File: src/gb_cpu_common_pkg.sv
package gb_cpu_common_pkg;

    ////////////////////////////////////////
    // register and operation codes
    ////////////////////////////////////////

    // 8-bit register field, same order as the opcode bits
    typedef enum logic [2:0] {
        REG_B  = 3'd0,
        REG_C  = 3'd1,
        REG_D  = 3'd2,
        REG_E  = 3'd3,
        REG_H  = 3'd4,
        REG_L  = 3'd5,
        REG_HL = 3'd6,  // memory operand, never written here
        REG_A  = 3'd7
    } r8_t;

    // low codes follow opcode bits so the decoder can cast them directly
    typedef enum logic [4:0] {
        // accumulator ops, opcode bits 5:3
        ADD  = 5'd0,  ADC  = 5'd1,  SUB  = 5'd2,  SBC  = 5'd3,
        AND  = 5'd4,  XOR  = 5'd5,  OR   = 5'd6,  CP   = 5'd7,
        // cb rotates and shifts, opcode bits 5:3
        RLC  = 5'd8,  RRC  = 5'd9,  RL   = 5'd10, RR   = 5'd11,
        SLA  = 5'd12, SRA  = 5'd13, SWAP = 5'd14, SRL  = 5'd15,
        // bit, res, set follow cb opcode bits 7:6
        INC  = 5'd16, BIT  = 5'd17, RES  = 5'd18, SET  = 5'd19,
        DEC  = 5'd20, CPL  = 5'd21, SCF  = 5'd22, CCF  = 5'd23,
        PASS = 5'd24  // loads
    } alu_op_t;

    // bit positions inside F
    localparam int FLAG_Z = 7;
    localparam int FLAG_N = 6;
    localparam int FLAG_H = 5;
    localparam int FLAG_C = 4;

    ////////////////////////////////////////
    // control and datapath bundles
    ////////////////////////////////////////

    typedef struct packed {
        logic       valid;         // decoded to a real operation
        alu_op_t    alu_op;
        r8_t        dst;           // operand a and write target
        r8_t        src;           // operand b unless immediate
        logic       use_imm;       // operand b is the next byte
        logic [2:0] bit_idx;       // bit, res, set
        logic       write_result;
        logic       write_flags;
        logic       keep_z;        // rlca/rrca/rla/rra: z forced low
        logic       cb_next;       // prefix byte, cb opcode follows
        logic       halt;
    } schedule_t;

    typedef struct packed {
        schedule_t  sched;
        logic [7:0] imm8;
    } exec_t;

    typedef struct packed {
        logic       we;
        r8_t        dst;
        logic [7:0] data;
        logic       flags_we;
        logic [7:0] flags;
    } wb_t;

endpackage : gb_cpu_common_pkg

File: src/gb_cpu_decoder.sv
module gb_cpu_decoder (
    input  logic [7:0]                   opcode,
    input  logic                         cb_prefix,
    output gb_cpu_common_pkg::schedule_t schedule
);

    gb_cpu_common_pkg::r8_t     r8_hi;   // opcode bits 5:3
    gb_cpu_common_pkg::r8_t     r8_lo;   // opcode bits 2:0
    gb_cpu_common_pkg::alu_op_t acc_op;  // add .. cp
    gb_cpu_common_pkg::alu_op_t shf_op;  // rlc .. srl
    gb_cpu_common_pkg::alu_op_t bsr_op;  // bit, res, set

    assign r8_hi  = gb_cpu_common_pkg::r8_t'(opcode[5:3]);
    assign r8_lo  = gb_cpu_common_pkg::r8_t'(opcode[2:0]);
    assign acc_op = gb_cpu_common_pkg::alu_op_t'({2'b00, opcode[5:3]});
    assign shf_op = gb_cpu_common_pkg::alu_op_t'({2'b01, opcode[5:3]});
    assign bsr_op = gb_cpu_common_pkg::alu_op_t'({3'b100, opcode[7:6]});

    ////////////////////////////////////////
    // schedule builders
    ////////////////////////////////////////

    function automatic gb_cpu_common_pkg::schedule_t empty_schedule();
        return '0;
    endfunction

    function automatic gb_cpu_common_pkg::schedule_t load8_bit(
        gb_cpu_common_pkg::r8_t dst,
        gb_cpu_common_pkg::r8_t src = gb_cpu_common_pkg::REG_A,
        logic use_imm = 1'b0
    );
        gb_cpu_common_pkg::schedule_t s;
        s              = empty_schedule();
        s.valid        = 1'b1;
        s.alu_op       = gb_cpu_common_pkg::PASS;
        s.dst          = dst;
        s.src          = src;
        s.use_imm      = use_imm;
        s.write_result = 1'b1;            // flags untouched
        return s;
    endfunction

    function automatic gb_cpu_common_pkg::schedule_t arith8_bit(
        gb_cpu_common_pkg::alu_op_t op,
        gb_cpu_common_pkg::r8_t r8 = gb_cpu_common_pkg::REG_A,
        logic use_imm = 1'b0
    );
        gb_cpu_common_pkg::schedule_t s;
        s              = empty_schedule();
        s.valid        = 1'b1;
        s.alu_op       = op;
        // inc and dec work in place, everything else lands in a
        s.dst          = (op inside {gb_cpu_common_pkg::INC, gb_cpu_common_pkg::DEC})
                         ? r8 : gb_cpu_common_pkg::REG_A;
        s.src          = r8;
        s.use_imm      = use_imm;
        s.write_result = !(op inside {gb_cpu_common_pkg::CP, gb_cpu_common_pkg::SCF,
                                      gb_cpu_common_pkg::CCF});
        s.write_flags  = 1'b1;
        return s;
    endfunction

    function automatic gb_cpu_common_pkg::schedule_t rotate_shift_bit(
        gb_cpu_common_pkg::alu_op_t op,
        gb_cpu_common_pkg::r8_t r8 = gb_cpu_common_pkg::REG_A,
        logic [2:0] bit_idx = 3'd0,
        logic unprefixed = 1'b0
    );
        gb_cpu_common_pkg::schedule_t s;
        s              = empty_schedule();
        s.valid        = 1'b1;
        s.alu_op       = op;
        s.dst          = r8;
        s.src          = r8;
        s.bit_idx      = bit_idx;
        s.write_result = (op != gb_cpu_common_pkg::BIT);
        s.write_flags  = !(op inside {gb_cpu_common_pkg::RES, gb_cpu_common_pkg::SET});
        s.keep_z       = unprefixed;
        return s;
    endfunction

    function automatic gb_cpu_common_pkg::schedule_t misc_op(
        logic halt = 1'b0,
        logic cb_next = 1'b0
    );
        gb_cpu_common_pkg::schedule_t s;
        s         = empty_schedule();
        s.valid   = 1'b1;
        s.alu_op  = gb_cpu_common_pkg::PASS;  // no writes at all
        s.halt    = halt;
        s.cb_next = cb_next;
        return s;
    endfunction

    ////////////////////////////////////////
    // opcode table
    ////////////////////////////////////////

    always_comb begin : decode
        casez ({cb_prefix, opcode})
            9'b1_00_???_???: schedule = rotate_shift_bit(.op(shf_op), .r8(r8_lo));
            9'b1_??_???_???: schedule = rotate_shift_bit(.op(bsr_op), .r8(r8_lo),
                                                         .bit_idx(opcode[5:3]));

            9'b0_00_000_000: schedule = misc_op();                               // nop
            9'b0_00_???_110: schedule = load8_bit(.dst(r8_hi), .use_imm(1'b1));  // ld r8, imm8
            9'b0_01_110_110: schedule = misc_op(.halt(1'b1));                    // halt
            9'b0_01_???_???: schedule = load8_bit(.dst(r8_hi), .src(r8_lo));     // ld r8, r8
            9'b0_10_???_???: schedule = arith8_bit(.op(acc_op), .r8(r8_lo));     // op a, r8
            9'b0_11_???_110: schedule = arith8_bit(.op(acc_op), .use_imm(1'b1)); // op a, imm8
            // inc r8, dec r8
            9'b0_00_???_100: schedule = arith8_bit(.op(gb_cpu_common_pkg::INC), .r8(r8_hi));
            9'b0_00_???_101: schedule = arith8_bit(.op(gb_cpu_common_pkg::DEC), .r8(r8_hi));
            9'b0_00_0??_111: schedule = rotate_shift_bit(.op(shf_op), .unprefixed(1'b1));
            9'b0_00_101_111: schedule = arith8_bit(.op(gb_cpu_common_pkg::CPL));
            9'b0_00_110_111: schedule = arith8_bit(.op(gb_cpu_common_pkg::SCF));
            9'b0_00_111_111: schedule = arith8_bit(.op(gb_cpu_common_pkg::CCF));
            9'b0_11_001_011: schedule = misc_op(.cb_next(1'b1));                 // 0xcb
            default:         schedule = empty_schedule();
        endcase
        // no memory path, any (hl) operand decodes to nothing
        if (schedule.dst == gb_cpu_common_pkg::REG_HL ||
            schedule.src == gb_cpu_common_pkg::REG_HL) begin
            schedule = empty_schedule();
        end
    end : decode

endmodule : gb_cpu_decoder

File: src/gb_cpu_sequencer.sv
module gb_cpu_sequencer (
    input  logic                         clk,
    input  logic                         reset,
    input  logic                         instr_valid,
    input  logic [7:0]                   instr_byte,
    input  gb_cpu_common_pkg::schedule_t schedule,
    output logic [7:0]                   opcode,
    output logic                         cb_prefix,
    output gb_cpu_common_pkg::exec_t     exec,
    output logic                         exec_valid,
    output logic                         busy,
    output logic                         halted
);

    typedef enum logic [1:0] {
        ST_IDLE,
        ST_WAIT_CB,
        ST_WAIT_IMM,
        ST_EXEC
    } state_t;

    state_t     state;
    logic [7:0] opcode_q;  // held while the immediate arrives
    logic       take;

    assign busy       = (state == ST_EXEC);
    assign exec_valid = (state == ST_EXEC);
    assign take       = instr_valid && !busy && !halted;

    // decode the byte on the bus, except while waiting for an immediate
    assign opcode    = (state == ST_WAIT_IMM) ? opcode_q : instr_byte;
    assign cb_prefix = (state == ST_WAIT_CB);

    always_ff @(posedge clk) begin
        if (reset) begin
            state  <= ST_IDLE;
            halted <= 1'b0;
        end else begin
            case (state)
                ST_IDLE: begin
                    if (take && schedule.cb_next) begin
                        state <= ST_WAIT_CB;
                    end else if (take && schedule.use_imm) begin
                        state <= ST_WAIT_IMM;
                    end else if (take) begin
                        state <= ST_EXEC;
                    end
                end
                ST_WAIT_CB, ST_WAIT_IMM: begin
                    if (take) state <= ST_EXEC;  // cb ops never take an immediate
                end
                default: begin
                    state <= ST_IDLE;            // one exec cycle
                    if (exec.sched.halt) halted <= 1'b1;
                end
            endcase
        end
    end

    // last capture before exec wins
    always_ff @(posedge clk) begin
        if (take) begin
            opcode_q   <= instr_byte;
            exec.sched <= schedule;
            exec.imm8  <= instr_byte;
        end
    end

endmodule : gb_cpu_sequencer

File: src/gb_cpu_alu.sv
module gb_cpu_alu (
    input  gb_cpu_common_pkg::exec_t exec,
    input  logic                     exec_valid,
    input  logic [7:0]               op_a,      // dst register
    input  logic [7:0]               op_b,      // src register
    input  logic [7:0]               flags_in,
    output gb_cpu_common_pkg::wb_t   wb
);

    logic [7:0] b_val;
    logic [7:0] res;
    logic [8:0] wide;       // carry or borrow in bit 8
    logic [4:0] half;       // carry or borrow in bit 4
    logic       cy;
    logic       c_in;
    logic       z_res;      // z follows the result
    logic       z, n, h, c;
    logic [7:0] flags_new;

    assign b_val = exec.sched.use_imm ? exec.imm8 : op_b;
    assign c_in  = flags_in[gb_cpu_common_pkg::FLAG_C];

    always_comb begin
        res   = op_a;
        wide  = '0;
        half  = '0;
        cy    = 1'b0;
        z_res = 1'b1;
        z     = flags_in[gb_cpu_common_pkg::FLAG_Z];
        n     = 1'b0;
        h     = 1'b0;
        c     = c_in;    // kept unless the op says otherwise
        case (exec.sched.alu_op)
            gb_cpu_common_pkg::ADD, gb_cpu_common_pkg::ADC: begin
                cy   = (exec.sched.alu_op == gb_cpu_common_pkg::ADC) && c_in;
                wide = {1'b0, op_a} + {1'b0, b_val} + {8'd0, cy};
                half = {1'b0, op_a[3:0]} + {1'b0, b_val[3:0]} + {4'd0, cy};
                res  = wide[7:0];
                h    = half[4];
                c    = wide[8];
            end
            gb_cpu_common_pkg::SUB, gb_cpu_common_pkg::SBC, gb_cpu_common_pkg::CP: begin
                cy   = (exec.sched.alu_op == gb_cpu_common_pkg::SBC) && c_in;
                wide = {1'b0, op_a} - {1'b0, b_val} - {8'd0, cy};
                half = {1'b0, op_a[3:0]} - {1'b0, b_val[3:0]} - {4'd0, cy};
                res  = wide[7:0];  // cp drops it, flags only
                n    = 1'b1;
                h    = half[4];
                c    = wide[8];
            end
            gb_cpu_common_pkg::AND: begin
                res = op_a & b_val;
                h   = 1'b1;
                c   = 1'b0;
            end
            gb_cpu_common_pkg::XOR: begin
                res = op_a ^ b_val;
                c   = 1'b0;
            end
            gb_cpu_common_pkg::OR: begin
                res = op_a | b_val;
                c   = 1'b0;
            end
            gb_cpu_common_pkg::INC: begin
                res = op_a + 8'd1;
                h   = (op_a[3:0] == 4'hf);
            end
            gb_cpu_common_pkg::DEC: begin
                res = op_a - 8'd1;
                n   = 1'b1;
                h   = (op_a[3:0] == 4'h0);
            end
            gb_cpu_common_pkg::CPL: begin
                res   = ~op_a;
                z_res = 1'b0;
                n     = 1'b1;
                h     = 1'b1;
            end
            gb_cpu_common_pkg::SCF: begin
                z_res = 1'b0;
                c     = 1'b1;
            end
            gb_cpu_common_pkg::CCF: begin
                z_res = 1'b0;
                c     = !c_in;
            end
            gb_cpu_common_pkg::RLC: {c, res} = {op_a[7], op_a[6:0], op_a[7]};
            gb_cpu_common_pkg::RRC: {res, c} = {op_a[0], op_a[7:1], op_a[0]};
            gb_cpu_common_pkg::RL:  {c, res} = {op_a, c_in};
            gb_cpu_common_pkg::RR:  {res, c} = {c_in, op_a};
            gb_cpu_common_pkg::SLA: {c, res} = {op_a, 1'b0};
            gb_cpu_common_pkg::SRA: {res, c} = {op_a[7], op_a};
            gb_cpu_common_pkg::SRL: {res, c} = {1'b0, op_a};
            gb_cpu_common_pkg::SWAP: begin
                res = {op_a[3:0], op_a[7:4]};
                c   = 1'b0;
            end
            gb_cpu_common_pkg::BIT: begin
                z_res = 1'b0;
                z     = !op_a[exec.sched.bit_idx];
                h     = 1'b1;
            end
            gb_cpu_common_pkg::RES:  res = op_a & ~(8'd1 << exec.sched.bit_idx);
            gb_cpu_common_pkg::SET:  res = op_a | (8'd1 << exec.sched.bit_idx);
            gb_cpu_common_pkg::PASS: res = b_val;  // loads
            default: ;
        endcase
        if (z_res) z = (res == 8'd0);
        if (exec.sched.keep_z) z = 1'b0;
        flags_new                           = '0;
        flags_new[gb_cpu_common_pkg::FLAG_Z] = z;
        flags_new[gb_cpu_common_pkg::FLAG_N] = n;
        flags_new[gb_cpu_common_pkg::FLAG_H] = h;
        flags_new[gb_cpu_common_pkg::FLAG_C] = c;
    end

    assign wb.we       = exec_valid && exec.sched.valid && exec.sched.write_result;
    assign wb.dst      = exec.sched.dst;
    assign wb.data     = res;
    assign wb.flags_we = exec_valid && exec.sched.valid && exec.sched.write_flags;
    assign wb.flags    = flags_new;

endmodule : gb_cpu_alu

File: src/gb_cpu_regfile.sv
module gb_cpu_regfile (
    input  logic                   clk,
    input  logic                   reset,
    input  gb_cpu_common_pkg::r8_t rd_a_sel,
    input  gb_cpu_common_pkg::r8_t rd_b_sel,
    input  gb_cpu_common_pkg::r8_t dbg_sel,
    input  gb_cpu_common_pkg::wb_t wb,
    output logic [7:0]             rd_a,
    output logic [7:0]             rd_b,
    output logic [7:0]             dbg_data,
    output logic [7:0]             flags
);

    logic [7:0] regs [8];  // slot 6 is the (hl) code, stays zero
    logic [7:0] f_q;

    always_ff @(posedge clk) begin
        if (reset) begin
            for (int i = 0; i < 8; i++) begin
                regs[i] <= '0;
            end
            f_q <= '0;
        end else begin
            if (wb.we && wb.dst != gb_cpu_common_pkg::REG_HL) begin
                regs[wb.dst] <= wb.data;
            end
            if (wb.flags_we) begin
                f_q <= {wb.flags[7:4], 4'h0};  // low nibble reads zero
            end
        end
    end

    assign rd_a     = regs[rd_a_sel];
    assign rd_b     = regs[rd_b_sel];
    assign dbg_data = regs[dbg_sel];
    assign flags    = f_q;

endmodule : gb_cpu_regfile

File: src/gb_cpu_core.sv
module gb_cpu_core (
    input  logic                   clk,
    input  logic                   reset,
    input  logic                   instr_valid,
    input  logic [7:0]             instr_byte,
    input  gb_cpu_common_pkg::r8_t dbg_sel,
    output logic                   busy,
    output logic                   halted,
    output logic [7:0]             dbg_data,
    output logic [7:0]             flags
);

    logic [7:0]                   opcode;
    logic                         cb_prefix;
    gb_cpu_common_pkg::schedule_t schedule;
    gb_cpu_common_pkg::exec_t     exec;
    logic                         exec_valid;
    logic [7:0]                   rd_a;        // dst operand
    logic [7:0]                   rd_b;        // src operand
    gb_cpu_common_pkg::wb_t       wb;

    gb_cpu_sequencer i_sequencer (.*);

    gb_cpu_decoder i_decoder (.*);

    gb_cpu_alu i_alu (
        .op_a    (rd_a),
        .op_b    (rd_b),
        .flags_in(flags),
        .*
    );

    gb_cpu_regfile i_regfile (
        .rd_a_sel(exec.sched.dst),
        .rd_b_sel(exec.sched.src),
        .*
    );

endmodule : gb_cpu_core

File: config.mk
export PLATFORM = sky130hd
export DESIGN_NAME = gb_cpu_core
export DESIGN_NICKNAME = d
export VERILOG_FILES = /design/src/gb_cpu_common_pkg.sv /design/src/gb_cpu_decoder.sv /design/src/gb_cpu_sequencer.sv /design/src/gb_cpu_alu.sv /design/src/gb_cpu_regfile.sv /design/src/gb_cpu_core.sv
export SDC_FILE = /design/constraint.sdc
export NUM_CORES = 1
export LEC_CHECK = 0
export ABC_AREA = 1
export BUFFER_PORTS_ARGS = -buffer_cell sky130_fd_sc_hd__buf_4
export CAP_MARGIN = 30
export CELL_PAD_IN_SITES_DETAIL_PLACEMENT = 2
export CELL_PAD_IN_SITES_GLOBAL_PLACEMENT = 2
export CORE_MARGIN = 2
export CORE_UTILIZATION = 24
export DETAILED_ROUTE_END_ITERATION = 10
export PLACE_DENSITY_LB_ADDON = 0.1
export SLEW_MARGIN = 20
export SYNTH_ARGS = -nofsm -noshare
export SYNTH_HDL_FRONTEND = slang
export SYNTH_SLANG_ARGS = --single-unit
File: constraint.sdc
create_clock -name clk -period 4.2 [get_ports clk]
set_input_delay 0.42 -clock clk [delete_from_list [all_inputs] [get_ports clk]]
set_output_delay 0.42 -clock clk [all_outputs]
set_load 0.01 [all_outputs]
After elaboration in Yosys (flattened, before gate mapping)
Memory sizes are Yosys's and may differ from the RTL's. A register that Yosys moved wholly into a read port is not among the register bits.
Cells that the tools add are included.
{"block": "classes", "order_cmp": 1, "addsub": 10, "shift": 1, "reduce_logical": 39, "mux": 31, "bitwise": 8, "eq_ne": 49}
{"operator": "21-bit case mux with 10 select lines", "n": 1}
{"operator": "8-bit case mux with 19 select lines", "n": 1}
{"operator": "21-bit case mux with 4 select lines", "n": 1}
{"operator": "5-bit == test, second input constant", "n": 9}
{"operator": "5-bit by 4-bit == test with 1-bit output, second input constant", "n": 8}
{"operator": "9-bit by 6-bit == test with 1-bit output, second input constant", "n": 3}
{"operator": "8-bit 2-to-1 mux", "n": 3}
{"operator": "21-bit 2-to-1 mux", "n": 1}
{"operator": "5-bit by 3-bit == test with 1-bit output, second input constant", "n": 4}
{"operator": "6-bit by 3-bit == test with 1-bit output, second input constant", "n": 3}
{"operator": "8-bit bitwise AND", "n": 2}
{"operator": "8-bit inverter", "n": 2}
{"operator": "8-bit bitwise OR", "n": 2}
{"operator": "3-bit 2-to-1 mux", "n": 5}
{"operator": "3-bit == test, second input constant", "n": 4}
{"operator": "3-bit OR reduction", "n": 4}
{"operator": "4-bit OR reduction", "n": 3}
{"operator": "1-bit 2-to-1 mux", "n": 11}
{"operator": "5-bit by 2-bit == test with 1-bit output, second input constant", "n": 2}
{"operator": "1-bit logical AND", "n": 10}
{"operator": "8-bit by 8-bit adder with 9-bit output", "n": 1}
{"operator": "9-bit by 1-bit adder with 9-bit output", "n": 1}
{"operator": "9-bit by 7-bit == test with 1-bit output, second input constant", "n": 1}
{"operator": "9-bit by 8-bit == test with 1-bit output, second input constant", "n": 1}
{"operator": "other kinds (42)", "n": 56}
{"block": "totals", "memories": 1, "output_inout_bits": 18, "ff_bits": 35, "ramBits": 64, "wordCells": 157}
{"name": "i_regfile.regs", "depth": 8, "width": 8, "rd": 3, "rd_clocked_by_memory_dff": 2, "wr": 8, "line_no": "gb_cpu_regfile.sv:14", "rtl": "logic [7:0] regs [8];"}

Longest topological paths before layout
Gate-level depths: netlist (run 1).
{"block": "depth", "depth_word": 14, "mapped_depth": 28, "mapped_depth_nobuf": 27}

Hierarchy
Synthesis (run 1) repeated with hierarchy kept, for this count alone.
{"block": "hier_totals", "cells_unflattened": 1559, "hier_area_um2": 10014.6}
{"module": "gb_cpu_regfile", "cells_each": 690, "n_inst": 1, "area_each_um2": 4708.3}
{"module": "gb_cpu_alu", "cells_each": 631, "n_inst": 1, "area_each_um2": 3254.4}
{"module": "gb_cpu_sequencer", "cells_each": 67, "n_inst": 1, "area_each_um2": 1187.4}
{"module": "gb_cpu_decoder", "cells_each": 171, "n_inst": 1, "area_each_um2": 864.6}

Worst setup path before layout (run 1)
OpenSTA, ideal clock, no wires.
{"block": "synth_path", "kind": "flip-flop to flip-flop", "start": "reg with a tool-made name", "end": "reg i_regfile.f_q[7], in the netlist i_regfile.flags[7]", "path_stages_with_launch": 29, "required_ps": 4130, "arrival_time_ps": 3203, "setup_ps": 70, "path_buffers": 2, "setup_slack_ps": 927, "cell_sequence": "dfxtp_1 -> clkbuf_1 -> clkbuf_1 -> nand2_1 -> o211ai_1 -> nand3_1 -> nand3_1 -> nand2_1 -> fa_1 -> inv_1 -> fa_1 -> inv_1 -> nand2_1 -> nand2_1 -> nand2_1 -> nand2_1 -> nand2_1 -> nor2_1 -> nor2_1 -> o21ai_0 -> nor2_1 -> nand3_1 -> a21oi_2 -> nand3_1 -> nor2_1 -> nand3_1 -> nand2_1 -> nand2_1 -> a21oi_1"}
{"element": "end signal: assignment", "line_no": "gb_cpu_regfile.sv:28", "rtl": "f_q <= {wb.flags[7:4], 4'h0};"}
{"element": "end: declaration", "line_no": "gb_cpu_regfile.sv:15", "rtl": "logic [7:0] f_q;"}

==> out/qor.txt, run 1 <==
vias: 9,172
Final Cycle Share: 90.5%
CTS Buffer Depth: 2
crit start category: register
Wirelength per Cell: 22.3 µm
Reg clk slew, reported paths: 0.09 ns
fmax: 263 MHz
Initial Utilization: 24.2%
dpl hpwl: 33,200 µm
TritonCTS clock tree: yes
Iter 0 DRT Violations: 594
Pwr Total: 0.00973 W
Final nets: 1,430
status: finished, final reports clean
Routed WL: 41,300 µm
Mapped Area: 8810 µm²
Overall Global Routing Usage: 22.1%
Synth cell types: 45
Avg Cell Area, Syn: 6.66 µm²
commonest non-fill, non-tap cells in the layout: nand2_1 (338), nor2_1 (178), inv_1 (169)
worst-margin pin slew: 0.671 ns
number of flops mapped to enable cells by yosys: 92
final hold slack: 0.241 ns
first drt pass iteration count: 5
top_reg_cell synth: edfxtp_1
initial antenna violation count: 0
pin count of the biggest net entering global routing: 36
total gr overflow: 0
post-route ant nets: 0
final slew viol count: 0
crit path time final: 3.80 ns
RSZ-0062 raised after global routing: no
cts hold-fix bufs: 0
critical path peak fanout: 8
commonest non-fill, non-tap cell in the layout: nand2_1
TritonCTS Buffers: 9
Peak VDD IR: 0.355 mV
share of layout cells above drive strength 1: 10.6%
Crit Path Class: register to register
first-pass GRT wire length: 62,700 µm
Residual DRC: 0
static leakage: 4.73 nW
max-cap check violation count: 0
die height: 196 µm
flops & latches, synth: 105
CP arrival: 4.11 ns
Sink Count: 105
register area share after synthesis: 34.3%
worst skew pair latency: 0.38 ns
Die Area: 38,300 µm²
Die Wd: 196 µm
Cells after Synth: 1,322
num rows: 70
Final Skew: 0.0161 ns
vias per cell: 4.95
Root Driver: clkbuf_16
PD cells: 951 nW/µm²
CP required: 4.51 ns
Hold Path Class: input pin to register
Core Region: 36,300 µm²
global placement routability congestion: 0.872
Slew HR: 55.1%
number of I/O pins: 32
number of inserted diodes: 0
vias in the first global route: 9,699
Setup-failing EPs final: 0
setup TNS: 0 ns
final hold vios: 0
Area growth syn-to-layout: 16.1%
Crit. End Element: register
H-tree Lvls: 3
Port Buffers: 27
yosys warns: 0
filler cell count: 4,356
ys async rst share: 0%
==> power by group <==
part | internal, W | leakage [nW] | total, W | switching [W]
clock network | 0.000487 | 0.160 | 0.000972 | 0.000485
logic | 0.00220 | 3.52 | 0.00726 | 0.00506
registers | 0.00135 | 1.04 | 0.00150 | 0.000145
==> through the flow <==
step,cells,setup slack [ns],area [µm²],util [%]
after floorplan,1333,0.927,8850,-
after global placement,1828,0.0600,9800,27.0
after detailed placement,1829,0.00471,9810,27.0
after CTS,1845,0.0756,10100,27.9
after global routing,1853,0.00836,10200,28.1
final,1853,0.400,10200,28.1
==> metal layers <==
| metal | share of wire [%] | wire (µm) | vias up | global-route usage [%] |
|---|---|---|---|---|
| met4 | 1.7 | 702 | 0 | 5.43 |
| met1 | 51 | 20900 | 4596 | 31.8 |
| met3 | 1.9 | 792 | 22 | 1.74 |
| met5 | 0 | 0 | - | 0 |
| met2 | 46 | 18900 | 93 | 35.9 |
| li1 | - | - | 4461 | - |
==> final cells by class <==
cell class / count / area, µm² / share of cell area (%)
Clock buffer: 9 / 225 / 2.20
Clock inverter: 7 / 108 / 1.05
Inverter: 188 / 708 / 6.92
Multi-Input combinational cell: 996 / 4910 / 48.0
Sequential cell: 105 / 3030 / 29.6
Tap cell: 468 / 586 / 5.72
Timing Repair Buffer: 80 / 664 / 6.49
==> timing repair <==
action                                  in CTS  in global routing
endpoints found under the setup margin       1                 31
pin swaps                                    0                  1
buffers inserted                             0                  7
resized for setup                            1                 12
==> registers in the layout (all words and copies together), names as in the netlist, named ones only <==
signal and cells:
i_regfile.flags 4, i_regfile.regs 64, i_sequencer.state 2, i_sequencer.exec 28, i_sequencer.halted 1
==> cells by family (layout without fill, tap and decap cells) <==
logic type / after synthesis / count (layout) / share of synthesized area, %
compound gates: 217 / 217 / 13.9
xor+xnor: 4 / 4 / 0.398
flops: 105 / 105 / 34.3
simple gates: 727 / 727 / 35.3
buf+inv: 232 / 284 / 10.5
other cells: 1 / 12 / 0.0426
fa+ha+maj: 36 / 36 / 5.54
==> worst paths after layout <==
check	cells past startpoint	from	to	slack, ns
min	1	instr_byte[4]	i_sequencer.exec[4]	0.24
min reg2reg	2	i_sequencer.exec[18]	register	0.46
max reg2reg	22	register	i_regfile.flags[7]	0.40
max	22	register	i_regfile.flags[7]	0.40
==> Yosys cell counts (all sizes together), types with 2 or more instances <==
master	n	area, µm²
o21ai	78	398
a211oi	3	22.5
nor3	24	141
dfxtp	13	260
edfxtp	92	2760
or2	3	18.8
xor2	3	26.3
nand3	147	758
nand2	348	1330
o22ai	5	31.3
nand4	15	93.8
o211ai	27	203
clkbuf	22	83.8
fa	5	100
a221oi	6	52.6
clkinv	2	7.51
a21oi	82	414
buf	22	138
inv	186	698
nor2	188	751
ha	31	388
a31oi	13	81.3
==> worst max-delay path: stages, from the launching register on <==
cell,delay [ns]
dfxtp_4,0.39
buf_4,0.15
buf_4,0.13
o211ai_1,0.17
nand3_1,0.14
nand3_1,0.16
nand2_1,0.15
ha_1,0.40
inv_1,0.15
ha_1,0.37
nand2_1,0.08
nor2_1,0.04
a211oi_1,0.17
o21ai_1,0.13
or2_2,0.29
nand3_1,0.07
nand4_1,0.14
nand2_1,0.13
buf_12,0.15
nand3_1,0.10
nand2_1,0.07
nand2_1,0.04
a21oi_1,0.10
Note: power is estimated with default switching activity, not from simulation.
==> run 2: changes to the inputs <==
==> constraint.sdc (replaced) <==
create_clock -name clk -period 4.9 [get_ports clk]
set_input_delay 0.735 -clock clk [delete_from_list [all_inputs] [get_ports clk]]
set_output_delay 0.735 -clock clk [all_outputs]
set_load 0.01 [all_outputs]
==> run 2 against run 1 <==
Clock power is 22% lower. Register-to-register slack is essentially flat. Critical path depth shrank 1. Combinational power shrank 22%. Die area unchanged. Setup slack improved by 0.0022 ns. Core utilization shrank 0.94 points. Power decreased by 20%. Critical path type unchanged. Largest power group unchanged.
==> out/qor.txt, run 2 (synthesized netlist as in run 1, its figures left out) <==
share of layout cells above drive strength 1: 8.19%
final slew viol count: 0
vias per cell: 5.00
global placement routability congestion: 0.867
final hold vios: 0
cts hold-fix bufs: 0
commonest non-fill, non-tap cells in the layout: nand2_1 (340), nor2_1 (178), inv_1 (172)
first drt pass iteration count: 5
Wirelength per Cell: 22.1 µm
static leakage: 4.54 nW
Final Cycle Share: 91.8%
TritonCTS clock tree: yes
final hold slack: 0.467 ns
Largest Register: i_regfile.regs
Initial Utilization: 24.2%
H-tree Lvls: 3
dpl hpwl: 32,600 µm
Core Region: 36,300 µm²
Overall Global Routing Usage: 21.5%
CTS Buffer Depth: 2
number of inserted diodes: 0
Die Wd: 196 µm
number of I/O pins: 32
critical path peak fanout: 15
Residual DRC: 0
commonest non-fill, non-tap cell in the layout: nand2_1
Port Buffers: 27
initial antenna violation count: 0
area of the multi-input gates: 4900 µm²
Reg area: 3020 µm²
post-route ant nets: 0
crit path time final: 4.50 ns
TritonCTS Buffers: 9
fmax: 222 MHz
post-CTS sizing: 0
Final nets: 1,400
pin count of the biggest net entering global routing: 36
Setup-failing EPs final: 0
CP required: 5.20 ns
Area growth syn-to-layout: 12.2%
vias in the first global route: 9,725
total gr overflow: 0
setup slack after layout: 0.402 ns
crit start category: register
RSZ-0062 raised after global routing: no
Routed WL: 40,200 µm
worst skew pair latency: 0.38 ns
Iter 0 DRT Violations: 550
Reg clk slew, reported paths: 0.08 ns
Final Skew: 0.0191 ns
status: finished, final reports clean
Post-CTS Setup Bufs: 0
CP arrival: 4.80 ns
Sink Count: 105
Root Driver: clkbuf_16
max-cap check violation count: 0
first-pass GRT wire length: 61,600 µm
Hold Path Class: register to register
die height: 196 µm
vias: 9,120
DP Worst Slack: 0.393 ns
Die Area: 38,300 µm²
filler cell count: 4,441
Crit Path Class: register to register
Slew HR: 52.3%
Crit. End Element: register
Peak VDD IR: 0.306 mV
num rows: 70
worst-margin pin slew: 0.708 ns
setup TNS: 0 ns
max reg flops: 64
PD cells: 784 nW/µm²
==> run 2: cell types whose count changed in the layout (fill, tap and decap cells not counted), sizes merged <==
cell | previous run | this run
buf | 80 | 50
clkinv | 6 | 4
bufinv | 1 | 0
clkbuf | 9 | 10
clkinvlp | 0 | 1
inv | 188 | 189
==> run 2: area by class of cell <==
cell class | count | share of cell area, %
Tap cell | 468 | 5.92
Clock inverter | 6 | 0.493
Inverter | 188 | 7.14
Clock buffer | 10 | 2.42
Timing Repair Buffer | 50 | 3.87
Sequential cell | 105 | 30.6
Multi-Input combinational cell | 996 | 49.6
==> run 2: final timing paths <==
path | from | endpoint | slack, ns | depth (start not counted)
max | i_sequencer.exec[27] | i_regfile.flags[7] | 0.40 | 21
min | i_sequencer.exec[18] | register | 0.47 | 2
max reg2reg | i_sequencer.exec[27] | i_regfile.flags[7] | 0.40 | 21
min reg2reg | i_sequencer.exec[18] | register | 0.47 | 2
==> run 2: critical path, stage by stage (launching register included) <==
cell      delay (ns)
edfxtp_1        0.64
nor2_2          0.38
nand2_1         0.33
inv_1           0.34
nand3_1         0.16
fa_1            0.44
inv_1           0.15
fa_1            0.28
nand4_1         0.12
nand3_1         0.15
a21oi_1         0.08
o21ai_0         0.10
nand2_1         0.08
inv_1           0.07
nand4_1         0.24
nor2_4          0.31
nand2_1         0.09
nor2_1          0.10
nand3_1         0.10
nand2_1         0.09
nand2_1         0.05
a21oi_1         0.10
==> run 2: through the flow <==
| step | instances | cell area, µm² | util (%) | total power (W) |
|---|---|---|---|---|
| final | 1823 | 9890 | 27.2 | 0.00775 |
| after global routing | 1823 | 9890 | 27.2 | 0.00851 |
| after CTS | 1823 | 9890 | 27.2 | 0.00786 |
| after detailed placement | 1807 | 9600 | 26.4 | 0.00707 |
| after global placement | 1806 | 9590 | 26.4 | 0.00702 |
| after floorplan | 1333 | 8850 | - | 0.00488 |
==> run 2: routing by layer <==
layer	track usage, %	up-vias	routed length, µm
met3	2.87	36	1200
met5	0	-	0
li1	-	4391	-
met1	29.8	4570	19800
met4	5.97	0	842
met2	35.1	123	18400
==> run 2: power by group <==
group | switching, W | total, W | internal, W | leakage [nW]
sequential | 0.000147 | 0.00130 | 0.00116 | 1.04
clock | 0.000389 | 0.000757 | 0.000367 | 0.143
combinational | 0.00411 | 0.00569 | 0.00159 | 3.36
total | 0.00464 | 0.00775 | 0.00311 | 4.54
